File: src/include/x68k_glue_cfg.svh
// X68000 glue configuration
`ifndef X68K_GLUE_CFG_SVH
`define X68K_GLUE_CFG_SVH

////////////////////////////////////////////////////////////
// Clock enable dividers
////////////////////////////////////////////////////////////

// System divider width, sys_ce once per 2**W cycles
`define SYS_DIV_W 2
// Sound divider terminal counts, periods 10 and 5
`define SND_SLOW_TERM 9
`define SND_FAST_TERM 4
// FM synth slow divider, period 20
`define OPN_TERM 19

////////////////////////////////////////////////////////////
// Audio compressor curves
////////////////////////////////////////////////////////////

// Curve 1 knee and base, gentle
`define CMP_X1 14043
`define CMP_B1 28086
// Curve 2 knee and base, heavy
`define CMP_X2 7399
`define CMP_B2 29596
// Slope divider above knee, gain below knee
`define CMP_F1 4
`define CMP_A1 2
`define CMP_F2 8
`define CMP_A2 4

// Hold times in clk_sys cycles
`define LCD_HOLD_DEFAULT 180000000
`define LED_HOLD_DEFAULT 4500000

`endif

File: src/design/x68k_ctrl_pkg.sv
// X68000 glue control types
`default_nettype none

package x68k_ctrl_pkg;

	// Clock enables handed to the core
	// All are single-cycle strobes on clk_sys
	typedef struct packed {
		// System bus enable
		logic       sys_ce;
		// CPU positive and negative phase enables
		logic       mpu_cep;
		logic       mpu_cen;
		// Sound block enable, rate set by the core's clock mode
		logic       snd_ce;
		// FM synth enables, bit 1 is the slower one
		logic [1:0] opn_ce;
	} clk_en_t;

	// Reset requests, any one of them holds the core in reset
	typedef struct packed {
		// User button on the board
		logic button;
		// Reset from the OSD menu
		logic menu;
		// Reset from the platform top level
		logic external;
	} rst_src_t;

	// ROM download signals from the host
	typedef struct packed {
		// High for the whole transfer
		logic download;
		// One strobe per byte
		logic wr;
	} host_dl_t;

	// Core loader controls
	typedef struct packed {
		// Loader owns the memory bus
		logic aen;
		// Write pending, held until the core acks
		logic wr;
		// Image loaded, sticky until reset
		logic done;
	} ldr_ctl_t;

endpackage

`default_nettype wire

File: src/design/x68k_media_pkg.sv
// X68000 glue media types
`default_nettype none

package x68k_media_pkg;

	// Signed PCM sample, same format for core and synth
	typedef logic signed [15:0] sample_t;

	// 24-bit RGB pixel
	typedef struct packed {
		logic [7:0] r;
		logic [7:0] g;
		logic [7:0] b;
	} pixel_t;

	// Synth engine reported by the MT32 board
	// Any other code means the mode is not known
	typedef enum logic [7:0] {
		MT32_MODE_MUNT  = 8'hA1,
		MT32_MODE_FLUID = 8'hA2
	} mt32_mode_e;

	// OSD info setting
	typedef enum logic [1:0] {
		INFO_OFF       = 2'd0,
		// OSD popup on each mode change
		INFO_ON_CHANGE = 2'd1,
		// LCD overlay always shown
		INFO_LCD_ON    = 2'd2,
		// LCD overlay shown after an update, then timed out
		INFO_LCD_AUTO  = 2'd3
	} info_mode_e;

	// Synth status as reported over the link
	typedef struct packed {
		mt32_mode_e mode;
		// Munt ROM select
		logic [7:0] rom;
		// FluidSynth soundfont index
		logic [7:0] sf;
		// Toggles on every mode change
		logic       newmode;
	} mt32_stat_t;

endpackage

`default_nettype wire

File: src/design/clk_enable_gen.sv
// Clock enable generator
`default_nettype none
`include "x68k_glue_cfg.svh"

module clk_enable_gen
	import x68k_ctrl_pkg::*;
(
	input  wire logic clk_sys,
	input  wire logic rst_n,
	input  wire logic turbo_req,
	input  wire logic snd_clockmode,
	output clk_en_t   clk_en
);

	localparam int SLOW_W = $clog2(`SND_SLOW_TERM + 1);
	localparam int FAST_W = $clog2(`SND_FAST_TERM + 1);
	localparam int OPN_W  = $clog2(`OPN_TERM + 1);

	localparam logic [SLOW_W-1:0] SLOW_TERM = SLOW_W'(`SND_SLOW_TERM);
	localparam logic [FAST_W-1:0] FAST_TERM = FAST_W'(`SND_FAST_TERM);
	localparam logic [OPN_W-1:0]  OPN_TERM  = OPN_W'(`OPN_TERM);
	// Half way round the system divider, the CPU negative phase slot
	localparam logic [`SYS_DIV_W-1:0] SYS_HALF = {1'b0, {(`SYS_DIV_W-1){1'b1}}};

	logic [`SYS_DIV_W-1:0] div_sys;
	logic [SLOW_W-1:0]     div_snd_slow;
	logic [FAST_W-1:0]     div_snd_fast;
	logic [OPN_W-1:0]      div_opn;
	logic                  turbo;

	// Terminal count decodes
	logic sys_wrap;
	logic slow_wrap;
	logic fast_wrap;
	logic opn_wrap;

	assign sys_wrap  = &div_sys;
	assign slow_wrap = (div_snd_slow == SLOW_TERM);
	assign fast_wrap = (div_snd_fast == FAST_TERM);
	assign opn_wrap  = (div_opn == OPN_TERM);

	always_ff @(posedge clk_sys) begin
		if (!rst_n) begin
			div_sys      <= '0;
			div_snd_slow <= '0;
			div_snd_fast <= '0;
			div_opn      <= '0;
			turbo        <= 1'b0;
			clk_en       <= '0;
		end else begin
			// Free-running, system divider wraps by itself
			div_sys      <= div_sys + 1'b1;
			div_snd_slow <= slow_wrap ? '0 : div_snd_slow + 1'b1;
			div_snd_fast <= fast_wrap ? '0 : div_snd_fast + 1'b1;
			div_opn      <= opn_wrap ? '0 : div_opn + 1'b1;

			// Speed only changes on a bus cycle boundary
			if (sys_wrap)
				turbo <= turbo_req;

			clk_en.sys_ce  <= sys_wrap;
			// Turbo runs the CPU phases on alternate cycles
			clk_en.mpu_cep <= turbo ? div_sys[0] : sys_wrap;
			clk_en.mpu_cen <= turbo ? ~div_sys[0] : (div_sys == SYS_HALF);
			clk_en.snd_ce  <= snd_clockmode ? slow_wrap : fast_wrap;
			clk_en.opn_ce  <= {opn_wrap, slow_wrap};
		end
	end

	// CPU phases must never overlap, also across a turbo switch
	a_cep_cen_excl: assert property (@(posedge clk_sys) disable iff (!rst_n)
		!(clk_en.mpu_cep && clk_en.mpu_cen));

endmodule

`default_nettype wire

File: src/design/reset_loader_bridge.sv
// Core reset and ROM loader bridge
`default_nettype none

module reset_loader_bridge
	import x68k_ctrl_pkg::*;
(
	input  wire logic     clk_sys,
	input  wire logic     rst_n,
	input  wire rst_src_t rst_src,
	input  wire host_dl_t host_dl,
	input  wire logic     ldr_ack,
	output logic          core_rst_n,
	output ldr_ctl_t      ldr
);

	// Delayed copies for edge detection
	logic dl_q;
	logic ack_q;
	logic menu_q;

	logic dl_rise;
	logic dl_fall;
	logic ack_rise;
	logic menu_fall;

	// Menu reset released at least once since power up
	logic init_done;
	// Download has started, core may leave reset
	logic armed;
	logic ldr_wr;
	logic ldr_done;

	assign dl_rise   = ~dl_q & host_dl.download;
	assign dl_fall   = dl_q & ~host_dl.download;
	assign ack_rise  = ~ack_q & ldr_ack;
	assign menu_fall = menu_q & ~rst_src.menu;

	////////////////////////////////////////////////////////////
	// Core reset
	////////////////////////////////////////////////////////////

	always_ff @(posedge clk_sys) begin
		if (!rst_n) begin
			dl_q       <= 1'b0;
			ack_q      <= 1'b0;
			menu_q     <= 1'b0;
			init_done  <= 1'b0;
			armed      <= 1'b0;
			core_rst_n <= 1'b0;
		end else begin
			dl_q   <= host_dl.download;
			ack_q  <= ldr_ack;
			menu_q <= rst_src.menu;

			if (menu_fall)
				init_done <= 1'b1;
			if (dl_rise)
				armed <= 1'b1;

			// Any active source pulls the core back into reset
			core_rst_n <= init_done & armed & ~(|rst_src);
		end
	end

	////////////////////////////////////////////////////////////
	// Loader write request
	////////////////////////////////////////////////////////////

	always_ff @(posedge clk_sys) begin
		if (!rst_n) begin
			ldr_wr   <= 1'b0;
			ldr_done <= 1'b0;
		end else begin
			// Core ack clears the request
			if (ack_rise & ldr_wr)
				ldr_wr <= 1'b0;
			// New host byte wins over a clear in the same cycle
			if (host_dl.wr & ~ldr_done)
				ldr_wr <= 1'b1;
			// End of transfer locks the loader out
			if (dl_fall)
				ldr_done <= 1'b1;
		end
	end

	assign ldr.aen  = host_dl.download & ~ldr_done;
	assign ldr.wr   = ldr_wr;
	assign ldr.done = ldr_done;

	// No write request may start once the image is loaded
	a_no_wr_after_done: assert property (@(posedge clk_sys) disable iff (!rst_n)
		ldr_done |=> !$rose(ldr_wr));

endmodule

`default_nettype wire

File: src/design/mt32_monitor.sv
// MT32 synth monitor and LCD overlay
`default_nettype none
`include "x68k_glue_cfg.svh"

module mt32_monitor
	import x68k_media_pkg::*;
#(
	parameter int lcd_hold_cycles = `LCD_HOLD_DEFAULT
) (
	input  wire logic       clk_sys,
	input  wire logic       rst_n,
	input  wire mt32_stat_t mt32,
	input  wire info_mode_e info_mode,
	input  wire logic       lcd_update,
	input  wire logic       lcd_en,
	input  wire logic       lcd_pix,
	input  wire pixel_t     pix_in,
	output logic            info_req,
	output logic [3:0]      info_disp,
	output pixel_t          pix_out
);

	localparam int HOLD_W = $clog2(lcd_hold_cycles + 1);
	localparam logic [HOLD_W-1:0] HOLD_LOAD = HOLD_W'(lcd_hold_cycles);

	// Two-stage history of the mode toggle from the synth board
	logic              newmode_q1;
	logic              newmode_q2;
	logic              update_q;
	logic              lcd_on;
	logic [HOLD_W-1:0] hold_cnt;

	// Replace top two bits with the LCD dot, shift the colour down
	function automatic logic [7:0] blend(input logic [7:0] ch, input logic dot);
		return {{2{dot}}, ch[7:2]};
	endfunction

	////////////////////////////////////////////////////////////
	// Mode change and info code
	////////////////////////////////////////////////////////////

	always_ff @(posedge clk_sys) begin
		if (!rst_n) begin
			newmode_q1 <= 1'b0;
			newmode_q2 <= 1'b0;
			info_req   <= 1'b0;
		end else begin
			newmode_q1 <= mt32.newmode;
			newmode_q2 <= newmode_q1;
			// One strobe per toggle, only when popups are wanted
			info_req   <= (newmode_q1 ^ newmode_q2) && (info_mode == INFO_ON_CHANGE);
		end
	end

	// Codes 1..8 are soundfonts, 9..11 Munt ROMs, 12 unknown
	always_ff @(posedge clk_sys) begin
		case (mt32.mode)
			MT32_MODE_FLUID: info_disp <= 4'd1 + {1'b0, mt32.sf[2:0]};
			MT32_MODE_MUNT: begin
				case (mt32.rom)
					8'd0:    info_disp <= 4'd9;
					8'd1:    info_disp <= 4'd10;
					8'd2:    info_disp <= 4'd11;
					default: info_disp <= 4'd12;
				endcase
			end
			default: info_disp <= 4'd12;
		endcase
	end

	////////////////////////////////////////////////////////////
	// LCD on/off and auto-off timer
	////////////////////////////////////////////////////////////

	always_ff @(posedge clk_sys) begin
		if (!rst_n) begin
			update_q <= 1'b0;
			lcd_on   <= 1'b0;
			hold_cnt <= '0;
		end else begin
			update_q <= lcd_update;
			if (hold_cnt != '0)
				hold_cnt <= hold_cnt - 1'b1;

			case (info_mode)
				INFO_LCD_ON: lcd_on <= 1'b1;
				INFO_LCD_AUTO: begin
					// Timer ran out
					if (hold_cnt == '0)
						lcd_on <= 1'b0;
					// Fresh LCD content restarts the hold time
					if (lcd_update ^ update_q) begin
						lcd_on   <= 1'b1;
						hold_cnt <= HOLD_LOAD;
					end
				end
				default: lcd_on <= 1'b0;
			endcase
		end
	end

	// Overlay blend, lcd_en marks the LCD window in the frame
	always_comb begin
		if (lcd_on && lcd_en) begin
			pix_out.r = blend(pix_in.r, lcd_pix);
			pix_out.g = blend(pix_in.g, lcd_pix);
			pix_out.b = blend(pix_in.b, lcd_pix);
		end else begin
			pix_out = pix_in;
		end
	end

endmodule

`default_nettype wire

File: src/design/audio_compressor.sv
// Audio mixer and dynamic compressor
`default_nettype none
`include "x68k_glue_cfg.svh"

module audio_compressor
	import x68k_media_pkg::*;
(
	input  wire logic    clk_sys,
	input  wire logic    rst_n,
	input  wire sample_t core_audio,
	input  wire sample_t mt32_audio,
	input  wire logic    mt32_mute,
	input  wire logic    curve_sel,
	output sample_t      audio_out
);

	// Curve constants as 16-bit magnitudes
	localparam logic [15:0] KNEE1 = 16'(`CMP_X1);
	localparam logic [15:0] BASE1 = 16'(`CMP_B1);
	localparam logic [15:0] FDIV1 = 16'(`CMP_F1);
	localparam logic [15:0] AMUL1 = 16'(`CMP_A1);
	localparam logic [15:0] KNEE2 = 16'(`CMP_X2);
	localparam logic [15:0] BASE2 = 16'(`CMP_B2);
	localparam logic [15:0] FDIV2 = 16'(`CMP_F2);
	localparam logic [15:0] AMUL2 = 16'(`CMP_A2);

	sample_t mix_q;
	logic    sel_q;

	// Boost below the knee, flatten above it, keep the sign
	// Full-scale negative maps to 32767 magnitude on both curves
	function automatic sample_t compress(input sample_t inp, input logic sel);
		logic [15:0] mag;
		logic [15:0] v1;
		logic [15:0] v2;
		logic [15:0] v;
		mag = inp[15] ? (~inp + 16'd1) : inp;
		v1  = (mag < KNEE1) ? 16'(mag * AMUL1) : 16'((mag - KNEE1) / FDIV1) + BASE1;
		v2  = (mag < KNEE2) ? 16'(mag * AMUL2) : 16'((mag - KNEE2) / FDIV2) + BASE2;
		v   = sel ? v2 : v1;
		return inp[15] ? sample_t'(~(v - 16'd1)) : sample_t'(v);
	endfunction

	////////////////////////////////////////////////////////////
	// Stage 1, mix
	////////////////////////////////////////////////////////////

	always_ff @(posedge clk_sys) begin
		if (!rst_n) begin
			mix_q <= '0;
			sel_q <= 1'b0;
		end else begin
			// Plain 16-bit add, wraps on overflow
			mix_q <= core_audio + (mt32_mute ? sample_t'(0) : mt32_audio);
			// Curve select travels with its sample
			sel_q <= curve_sel;
		end
	end

	////////////////////////////////////////////////////////////
	// Stage 2, compress
	////////////////////////////////////////////////////////////

	always_ff @(posedge clk_sys) begin
		if (!rst_n)
			audio_out <= '0;
		else
			audio_out <= compress(mix_q, sel_q);
	end

endmodule

`default_nettype wire

File: src/design/activity_led.sv
// Disk activity LED stretcher
`default_nettype none
`include "x68k_glue_cfg.svh"

module activity_led #(
	parameter int hold_cycles = `LED_HOLD_DEFAULT
) (
	input  wire logic clk_sys,
	input  wire logic rst_n,
	input  wire logic act,
	output logic      led
);

	localparam int CNT_W = $clog2(hold_cycles + 1);
	localparam logic [CNT_W-1:0] HOLD_LOAD = CNT_W'(hold_cycles);

	logic [CNT_W-1:0] cnt;

	// Each activity pulse reloads the full hold time
	always_ff @(posedge clk_sys) begin
		if (!rst_n)
			cnt <= '0;
		else if (act)
			cnt <= HOLD_LOAD;
		else if (cnt != '0)
			cnt <= cnt - 1'b1;
	end

	// Lit while time remains
	assign led = (cnt != '0);

endmodule

`default_nettype wire

File: src/design/x68k_glue_top.sv
// X68000 platform glue top
`default_nettype none
`include "x68k_glue_cfg.svh"

module x68k_glue_top
	import x68k_ctrl_pkg::*, x68k_media_pkg::*;
#(
	parameter int lcd_hold_cycles = `LCD_HOLD_DEFAULT,
	parameter int led_hold_cycles = `LED_HOLD_DEFAULT
) (
	input  wire logic       clk_sys,
	input  wire logic       rst_n,
	// Core clocking and reset
	input  wire logic       turbo_req,
	input  wire logic       snd_clockmode,
	input  wire rst_src_t   rst_src,
	input  wire host_dl_t   host_dl,
	input  wire logic       ldr_ack,
	// Synth status and LCD
	input  wire mt32_stat_t mt32,
	input  wire info_mode_e info_mode,
	input  wire logic       lcd_update,
	input  wire logic       lcd_en,
	input  wire logic       lcd_pix,
	input  wire pixel_t     pix_in,
	// Audio
	input  wire sample_t    core_audio,
	input  wire sample_t    mt32_audio,
	input  wire logic       mt32_mute,
	input  wire logic       curve_sel,
	input  wire logic       hdd_ack,
	output clk_en_t         clk_en,
	output logic            core_rst_n,
	output ldr_ctl_t        ldr,
	output logic            host_wait,
	output logic            info_req,
	output logic [3:0]      info_disp,
	output pixel_t          pix_out,
	output sample_t         audio_out,
	output logic            led_disk
);

	clk_enable_gen clk_enable_gen_i (
		.clk_sys       (clk_sys),
		.rst_n         (rst_n),
		.turbo_req     (turbo_req),
		.snd_clockmode (snd_clockmode),
		.clk_en        (clk_en)
	);

	reset_loader_bridge reset_loader_bridge_i (
		.clk_sys    (clk_sys),
		.rst_n      (rst_n),
		.rst_src    (rst_src),
		.host_dl    (host_dl),
		.ldr_ack    (ldr_ack),
		.core_rst_n (core_rst_n),
		.ldr        (ldr)
	);

	// Host stalls while a loader write is still pending
	assign host_wait = ldr.wr;

	mt32_monitor #(
		.lcd_hold_cycles (lcd_hold_cycles)
	) mt32_monitor_i (
		.clk_sys    (clk_sys),
		.rst_n      (rst_n),
		.mt32       (mt32),
		.info_mode  (info_mode),
		.lcd_update (lcd_update),
		.lcd_en     (lcd_en),
		.lcd_pix    (lcd_pix),
		.pix_in     (pix_in),
		.info_req   (info_req),
		.info_disp  (info_disp),
		.pix_out    (pix_out)
	);

	audio_compressor audio_compressor_i (
		.clk_sys    (clk_sys),
		.rst_n      (rst_n),
		.core_audio (core_audio),
		.mt32_audio (mt32_audio),
		.mt32_mute  (mt32_mute),
		.curve_sel  (curve_sel),
		.audio_out  (audio_out)
	);

	activity_led #(
		.hold_cycles (led_hold_cycles)
	) activity_led_i (
		.clk_sys (clk_sys),
		.rst_n   (rst_n),
		.act     (hdd_ack),
		.led     (led_disk)
	);

endmodule

`default_nettype wire

File: config.mk
export PLATFORM = sky130hd
export DESIGN_NAME = x68k_glue_top
export DESIGN_NICKNAME = d
export VERILOG_FILES = /design/src/design/x68k_ctrl_pkg.sv /design/src/design/x68k_media_pkg.sv /design/src/design/clk_enable_gen.sv /design/src/design/reset_loader_bridge.sv /design/src/design/mt32_monitor.sv /design/src/design/audio_compressor.sv /design/src/design/activity_led.sv /design/src/design/x68k_glue_top.sv
export VERILOG_INCLUDE_DIRS = /design/src /design/src/include
export SDC_FILE = /design/constraint.sdc
export NUM_CORES = 1
export LEC_CHECK = 0
export BUFFER_PORTS_ARGS = -buffer_cell sky130_fd_sc_hd__buf_2
export CAP_MARGIN = 5
export CORE_MARGIN = 2
export CORE_UTILIZATION = 45
export DETAILED_ROUTE_END_ITERATION = 8
export GPL_ROUTABILITY_DRIVEN = 0
export PLACE_DENSITY = 0.69
export SKIP_LAST_GASP = 1
export SYNTH_ARGS = -nofsm -noshare
export SYNTH_HDL_FRONTEND = slang
export SYNTH_HIERARCHICAL = 1
export SYNTH_SLANG_ARGS = --single-unit
export TNS_END_PERCENT = 30
File: constraint.sdc
create_clock -name clk_sys -period 4.27 [get_ports clk_sys]
set_input_delay 0.427 -clock clk_sys [delete_from_list [all_inputs] [get_ports clk_sys]]
set_output_delay 0.427 -clock clk_sys [all_outputs]
set_load 0.01 [all_outputs]
; ---- After elaboration in Yosys (flattened, before gate mapping)
; Index checks and enable logic that the tools add are counted.
[classes]
n_lt_le_gt_ge = 2
eq_ne = 12
shift = 0
add_sub_neg = 14
div_mod_pow = 0
mul = 0
muxes = 22
reduce_logical = 14
bitwise = 21
[op_table]
columns = operator, n
row1 = two-way mux 16 bit, 6
row2 = two-way mux 28 bit, 3
row3 = two-way mux 23 bit, 2
row4 = NOT 16 bit, 2
row5 = logical NOT 28 bit, 1
row6 = nonzero test 28 bit, 1
row7 = "subtractor 28 x 1 -> 28 bit, second input constant", 1
row8 = two-way mux 24 bit, 1
row9 = nonzero test 23 bit, 1
row10 = "subtractor 23 x 1 -> 23 bit, second input constant", 1
row11 = "adder 13 x 15 -> 16 bit, second input constant", 1
row12 = "adder 14 x 15 -> 16 bit, second input constant", 1
row13 = "adder 16 x 1 -> 16 bit, second input constant", 1
row14 = adder 16 bit, 1
row15 = "equality test 8 bit, second input constant", 2
row16 = "less-than comparator 16 x 13 -> 1 bit, second input constant", 1
row17 = "less-than comparator 16 x 14 -> 1 bit, second input constant", 1
row18 = "subtractor 16 x 1 -> 16 bit, second input constant", 1
row19 = "subtractor 16 x 13 -> 16 bit, second input constant", 1
row20 = "subtractor 16 x 14 -> 16 bit, second input constant", 1
row21 = bitwise AND 1 bit, 9
row22 = one-hot mux 3 bit (3 select lines), 1
row23 = "equality test 8 x 1 -> 1 bit, second input constant", 1
row24 = "equality test 8 x 2 -> 1 bit, second input constant", 1
row25 = other kinds (22), 43
[word_totals]
mem_bits_rw = 0
output_inout_bits = 57
memories = 0
latch_bits = 0
ff_bits = 122
inputBits = 99
mem_bits_ro = 0

; ---- Depth between registers and ports, before layout
; Gate-level depths: netlist of run 1.
[depth]
ltp_word = 10
mapped_depth = 19

; ---- Hierarchy
; The synthesis of run 1 kept the hierarchy.
[modules_own_cells]
columns = mod, cells_per_inst, seq_area_each_um2, n_inst, area_per_inst_um2
row1 = audio_compressor, 548, 660.6, 1, 4214.0
row2 = mt32_monitor, 239, 740.7, 1, 2085.8
row3 = activity_led, 153, 460.4, 1, 1343.8
row4 = clk_enable_gen, 81, 420.4, 1, 805.8
row5 = reset_loader_bridge, 26, 160.2, 1, 285.3
row6 = x68k_glue_top, 1, 0.0, 1, 7.5

; ---- Least setup slack after synthesis of run 1
; OpenSTA, ideal clock, no wires.
[synth_path]
path_type = register to register
startpoint = register audio_compressor_i.mix_q[0]
endpoint = register audio_compressor_i.audio_out[15]
path_stages_with_launch = 17
setup_ns = 0.131
t_required_ns = 4.139
t_arrival_ns = 4.074
synth_period_minus_slack_ns = 4.204
setup_slack_ns = 0.066
cell_sequence = dfxtp_1 -> clkbuf_1 -> inv_1 -> ha_1 -> buf_2 -> nor3b_1 -> a211oi_1 -> nor2_1 -> or4_1 -> clkbuf_1 -> a21o_1 -> a221oi_1 -> mux2i_1 -> o22ai_1 -> or4b_4 -> nor2_1 -> o311ai_1
[synth_between]
elab_chain_len = 10
[synth_rtl]
columns = element, line
row1 = start: declaration, audio_compressor.sv:27  ; sample_t mix_q;
row2 = start signal: assignment, audio_compressor.sv:54  ; mix_q <= core_audio + (mt32_mute ? sample_t'(0) : mt32_audio);
row3 = NOT 16 bit, audio_compressor.sv:37  ; mag = inp[15] ? (~inp + 16'd1) : inp;
row4 = adder 16 x 1 -> 16 bit, audio_compressor.sv:37
row5 = two-way mux 16 bit (*), audio_compressor.sv:37
row6 = subtractor 16 x 14 -> 16 bit or subtractor 16 x 13 -> 16 bit (tied branches), "audio_compressor.sv:38, audio_compressor.sv:39"
row7 = adder 14 x 15 -> 16 bit or adder 13 x 15 -> 16 bit (tied branches), "audio_compressor.sv:38, audio_compressor.sv:39"
row8 = two-way mux 16 bit (on tied branches), "audio_compressor.sv:38, audio_compressor.sv:39"
row9 = two-way mux 16 bit (*), audio_compressor.sv:40  ; v = sel ? v2 : v1;
row10 = subtractor 16 x 1 -> 16 bit, audio_compressor.sv:41  ; return inp[15] ? sample_t'(~(v - 16'd1)) : sample_t'(v);
row11 = NOT 16 bit, audio_compressor.sv:41
row12 = two-way mux 16 bit (*), audio_compressor.sv:41
row13 = end signal: assignment, audio_compressor.sv:68  ; audio_out <= compress(mix_q, sel_q);
row14 = end: declaration, audio_compressor.sv:14  ; output sample_t audio_out
; Every way passes the cells marked *; elsewhere a longest branch is shown, timed or not.
; A chain may end at the register's enable or synchronous reset.

; ---- Final worst setup path of run 1
[layout_path]
startpoint = register audio_compressor_i.mix_q[2]
endpoint = register audio_compressor_i.audio_out[14]
; Same word-level chain as after synthesis.

==> impl_metrics.toml, run 1 <==
[run_status]
status = "completed"

[detailed_routing]
routed_wl_um = 22400
post_drt_wl_per_cell_um = 15.1
route.detailed.drc = 0
drtPass1Iterations = 6
drt-initial-drc-count = 615
vias = 8485
antenna_left = 0
post_drt_via_cell_ratio = 5.70

[cells_and_area]
final_nets = 1346
drive_gt1_share_pct = 25.5
num_antenna_cells = 0
fillerInstances = 1769
area_delta_synth_final_pct = 22.0
final_util_pct = 56.4
design_area_sq_mm = 0.0107

[yosys]
yosys_warnings = 6
synth.largest_area_cell = "dfxtp_1"
seq_area_frac_synth_pct = 27.9
yosys_register_bits = 122
synth_cells = 1048
syn_area_sq_mm = 0.00874
synth_nets = 1179
ys_types = 92
synth-edff-count = 0
synth_top_area_share_pct = 27.9
synth_most_common_cell = "dfxtp_1"
synth_area_per_cell_sq_um = 8.34
synth_commonest_cells = "122 x dfxtp_1, 71 x nor2_1, 68 x nand2_1"
yosys-top-cells-area = "dfxtp_1 28%, ha_1 4.4%, xnor2_1 3.7%"
yosys_most_used_dff = "dfxtp_1"
async_flop_share_pct = 0

[sta]
timing.final.crit_share_pct = 96.0
hold_violations = 0
drv_slew = 0
min_period_ps = 4100
relSlewSlack_pct = 38.4
timing.setup.tns_ps = 0
fmax_mhz = 244
rsz0062_at_grt = "true"
finalSetupViolCount = 0
worst-slew-pin-transition_ps = 900
fin_worst_skew_ps = 15.2

[pwr]
total_leakage_power_nw = 4.36
ir_worst_vdd_uv = 327
power_density_mw_per_mm2 = 524

[worst_setup_path]
crit_path_end_kind = "register"
worstPathArrival_ps = 4410
cp_max_fo = 8
worstPathRequired_ps = 4580
worst-setup-path-type = "reg2reg"
reg2reg_depth = 11
cp-start-kind = "register"

[clock_network]
cts.root.buffer_cell = "clkbuf_16"
cts_sinks = 122
clk_latency_ps = 420
cts.htree.levels = 4
max-clock-path-buffers = 2
hold_buffers = 0
cts_buffers = 17
clk_pin_slew_ps = 60
tritoncts = "yes"

[grt]
grt-ovfl-total = 0
antenna_found_initial = 0
grt_pass1_vias = 7847
grt_pass1_wl_um = 37300
grt_max_degree = 75
grtUsageTotal_pct = 21.8

[floorplan]
die_w_um = 143
coreArea_sq_mm = 0.0189
dieArea_sq_mm = 0.0206
die_h_um = 143
io_pins = 156
start_util_pct = 46.3
rows = 50

[placement]
port_buffers = 150
place_area_sq_mm = 0.00996
dp_hpwl_um = 16700

[hold_path]
whs_path_depth = 2
min_path_type = "in2reg"

[flow_run]
drv_cap = 0
-- metrics by stage --
step	power, W	hold WS [ps]	cells	setup slack (ps)
after floorplan	0.00333	418	1048	65.6
after global placement	0.00397	434	1455	168
after detailed placement	0.00401	445	1455	65.5
after CTS	0.00556	198	1487	44.1
after global routing	0.00598	215	1488	-13.5
final	0.00559	215	1488	170
-- critical path, stage by stage (launching register included) --
cell	delay (ps)
dfxtp_1	390
or4_4	630
o31ai_2	330
xor2_2	160
or4b_2	700
a21oi_2	220
mux2i_1	240
xnor2_1	140
a31o_1	270
or4b_4	590
nand4bb_1	210
o311ai_1	100
-- cell type report --
class                   instances  area, sq um  share of cell area (%)
clock buffers                  21          460                    4.32
clock inverters                11          168                    1.57
inverters                      36          135                    1.27
multi-input cells             828         5930                    55.6
flip-flops and latches        122         2440                    22.9
well taps                     260          325                    3.05
repair buffers                210         1200                    11.3
-- path summary, 6_finish.rpt --
| kind | slack, ps | to | startpoint |
|---|---|---|---|
| min reg2reg | 450 | clk_enable_gen_i/div_opn[0] | clk_enable_gen_i/div_opn[0] |
| max reg2reg | 170 | audio_compressor_i/audio_out[14] | audio_compressor_i/mix_q[2] |
| min | 210 | mt32_monitor_i/newmode_q1 | mt32[0] |
| max | 170 | audio_compressor_i/audio_out[14] | audio_compressor_i/mix_q[2] |
-- timing repair --
item / 4_1_cts / 5_1_grt
setup endpoints to repair: 0 / 12
buffers inserted: 0 / 1
gates resized for setup: 0 / 16
-- cells by family (layout without fill, tap and decap cells) --
kind of cell,Yosys count,in the layout,synth area share (%)
and+or+nand+nor,438,438,29.5
AOI/OAI and AO/OA,254,254,21.4
DFF,122,122,27.9
buffers and inverters,98,278,4.98
xor gates and xnor gates,57,57,5.80
muxes,47,47,5.67
adders and majority gates,32,32,4.67
-- power breakdown --
| group | switching (W) | internal, W | total [W] |
|---|---|---|---|
| Clock | 0.000522 | 0.00101 | 0.00153 |
| Sequential | 0.000187 | 0.00135 | 0.00153 |
| Combinational | 0.00145 | 0.00108 | 0.00253 |
-- routing by layer --
metal / share of wire [%] / wire length [um] / up-vias / GRT usage (%)
met5: 0 / 0 / - / 0
met4: 1.2 / 276 / 0 / 5.47
met3: 5.5 / 1240 / 33 / 4.50
met2: 47 / 10400 / 269 / 35.7
met1: 47 / 10500 / 3930 / 29.3
li1: - / - / 4253 / -
-- layout by cell type (no fill, tap or decap), types with 32 or more instances in the layout --
master,n
inv_1,36
nand3_1,33
dfxtp_1,121
buf_4,60
nor2_1,70
a21oi_1,41
nor3_1,32
nand2_1,68
nor2b_1,36
o21ai_0,35
buf_2,150
xnor2_1,37
-- state kept, by name (all words and copies together), names as in the netlist, 2 cells and up --
register and cells:
audio_compressor_i/audio_out 16, mt32_monitor_i/info_disp 4, audio_compressor_i/mix_q 16, clk_enable_gen_i/clk_en 6
clk_enable_gen_i/div_snd_fast 3, clk_enable_gen_i/div_snd_slow 4, activity_led_i/cnt 23, clk_enable_gen_i/div_sys 2
mt32_monitor_i/hold_cnt 28, clk_enable_gen_i/div_opn 5
(Power assumes the default switching activity.)
==> run 2: changes to the inputs <==
CORE_UTILIZATION = 35   (was 45)
PLACE_DENSITY = default   (was 0.69)
RECOVER_POWER = 25   (was default)
==> run 2 against run 1 <==
Combinational power up 5%. Critical path depth up 1. Worst hold slack better by 7.5 ps. Clock-buffer cell count down 1. Global-route usage down 4.1 points. Register-to-register slack about the same. Clock skew down 6.5 ps. Cell count up 5.4%. Core utilization down 12 points. Highest routed layer unchanged. Via count down 0.11%.
==> impl_metrics.toml, run 2 (synthesis results as in run 1) <==
[cells_and_area]
mostFrequentLayoutCells = "137 x buf_2, 122 x dfxtp_1, 76 x buf_4"
top_register = "mt32_monitor_i/hold_cnt"
final_common_cell = "buf_2"
drive_gt1_share_pct = 25.5
final_util_pct = 44.4
top_regs = "mt32_monitor_i/hold_cnt x28, activity_led_i/cnt x23"
area_delta_synth_final_pct = 23.8
num_antenna_cells = 0
final_nets = 1363
largest_register_ffs = 28

[placement]
port_buffers = 150
dp_hpwl_um = 17600

[floorplan]
start_util_pct = 35.8
die_h_um = 162
coreArea_sq_mm = 0.0244
rows = 57
io_pins = 156
dieArea_sq_mm = 0.0263
die_w_um = 162

[detailed_routing]
routed_wl_um = 23400
drtPass1Iterations = 5
drt-initial-drc-count = 527
vias = 8476
antenna_left = 0
route.detailed.drc = 0
post_drt_wl_per_cell_um = 14.9
post_drt_via_cell_ratio = 5.41

[worst_setup_path]
worst-setup-path-type = "reg2reg"
max_stage_delay_ps = 710
worstPathBufferInverterCount = 1
r2r_start = "audio_compressor_i/mix_q[0]"
cp_max_fo = 11
cp-start-kind = "register"
crit_slowest_cell = "or4b_2"
worstPathArrival_ps = 4400
cp_top_family = "simple AND/OR/NAND/NOR gates"
crit_chain = "buf_4 -> or4_4 -> o31ai_2 -> xor2_2 -> or4b_2 -> a21oi_2 -> mux2i_1 -> xnor2_1 -> a31o_1 -> or4b_4 -> nand4bb_1 -> o311ai_1"
reg2reg_slack_ps = 180
path_depth = 12
crit_path_end_kind = "register"
worstPathRequired_ps = 4580
r2r-end = "audio_compressor_i/audio_out[14]"
reg2reg_depth = 12

[grt]
grt-ovfl-total = 0
grt_pass1_wl_um = 38600
grt_max_degree = 55
antenna_found_initial = 0
grt_pass1_vias = 7879
grtUsageTotal_pct = 17.8

[sta]
fmax_mhz = 245
min_period_ps = 4090
timing.final.crit_share_pct = 95.8
hold_violations = 0
relSlewSlack_pct = 38.1
worst-slew-pin-transition_ps = 926
timing.setup.tns_ps = 0
rsz0062_at_grt = "true"
fin_worst_skew_ps = 8.74
drv_slew = 0
finalSetupViolCount = 0

[clock_network]
clk_latency_ps = 410
cts_sinks = 122
max-clock-path-buffers = 2
cts_buffers = 17
clk_pin_slew_ps = 60
tritoncts = "yes"
cts.root.buffer_cell = "clkbuf_16"
cts.htree.levels = 4

[pwr]
power_w = 0.00559
power_density_mw_per_mm2 = 517
total_leakage_power_nw = 4.37
ir_worst_vdd_uv = 318

[run_status]
status = "completed"

[hold_path]
min_path_type = "in2reg"
holdCritStartpoint = "info_mode[1]"
hold-path-endpoint = "mt32_monitor_i/info_req"
whs_path_depth = 2

[flow_run]
drv_cap = 0
## run 2: cell count changes in the layout (fill, tap and decap cells not counted), moves of 2 or more
cell,before,now
buf_4,60,76
buf_2,150,137
clkbuf_1,2,15
clkinvlp_4,2,5
and2_0,0,2
bufinv_16,4,2
o31ai_2,5,3
xor2_1,18,16
xor2_2,2,4
## run 2: area by class of cell
type	count	area, sq um
Fill cell	2480	13600
Multi-Input combinational cell	828	5950
Sequential cell	122	2440
Timing Repair Buffer	227	1310
Clock buffer	20	457
Tap cell	324	405
Inverter	36	135
Clock inverter	11	121
## run 2: metal layers
metal  GRT usage, %  routed length [um]  part of all wire, %
met3           3.12                1350                  5.7
met4           7.00                 456                  1.9
met5              0                   0                    0
met2           28.1               10700                   46
met1           24.0               10900                   47
## run 2: report_power, final
group | internal [W] | switching, W
registers | 0.00135 | 0.000180
logic | 0.00115 | 0.00151
clock network | 0.000884 | 0.000518
total | 0.00338 | 0.00221
## run 2: repair_timing
| action | CTS | global route |
|---|---|---|
| hold buffers | 0 | 0 |
| endpoints found under the setup margin | 0 | 10 |
| gates resized for setup | 0 | 20 |
| buffers inserted | 0 | 6 |
## run 2: worst max-delay path by stage
| stage | startpoint | endpoint | slack, ps |
|---|---|---|---|
| 2_1_floorplan | audio_compressor_i/mix_q[0] | audio_compressor_i/audio_out[15] | 70 |
| 3_3_place_gp | audio_compressor_i/mix_q[0] | audio_compressor_i/audio_out[7] | 150 |
| 3_5_place_dp | audio_compressor_i/mix_q[0] | audio_compressor_i/audio_out[7] | 100 |
| 4_1_cts | audio_compressor_i/mix_q[0] | audio_compressor_i/audio_out[7] | 80 |
| 5_1_grt | audio_compressor_i/mix_q[4] | audio_compressor_i/audio_out[14] | -40 |
| 6_report | audio_compressor_i/mix_q[0] | audio_compressor_i/audio_out[14] | 180 |
## run 2: through the flow
stage               std cells  worst slack, ps  area [sq um]  hold slack, ps
floorplan                1048             65.6          8740             418
global placement         1531              147         10100             434
detailed placement       1531              104         10100             440
CTS                      1562             77.3         10700             204
global route             1568            -35.7         10800             217
finish                   1568              181         10800             222
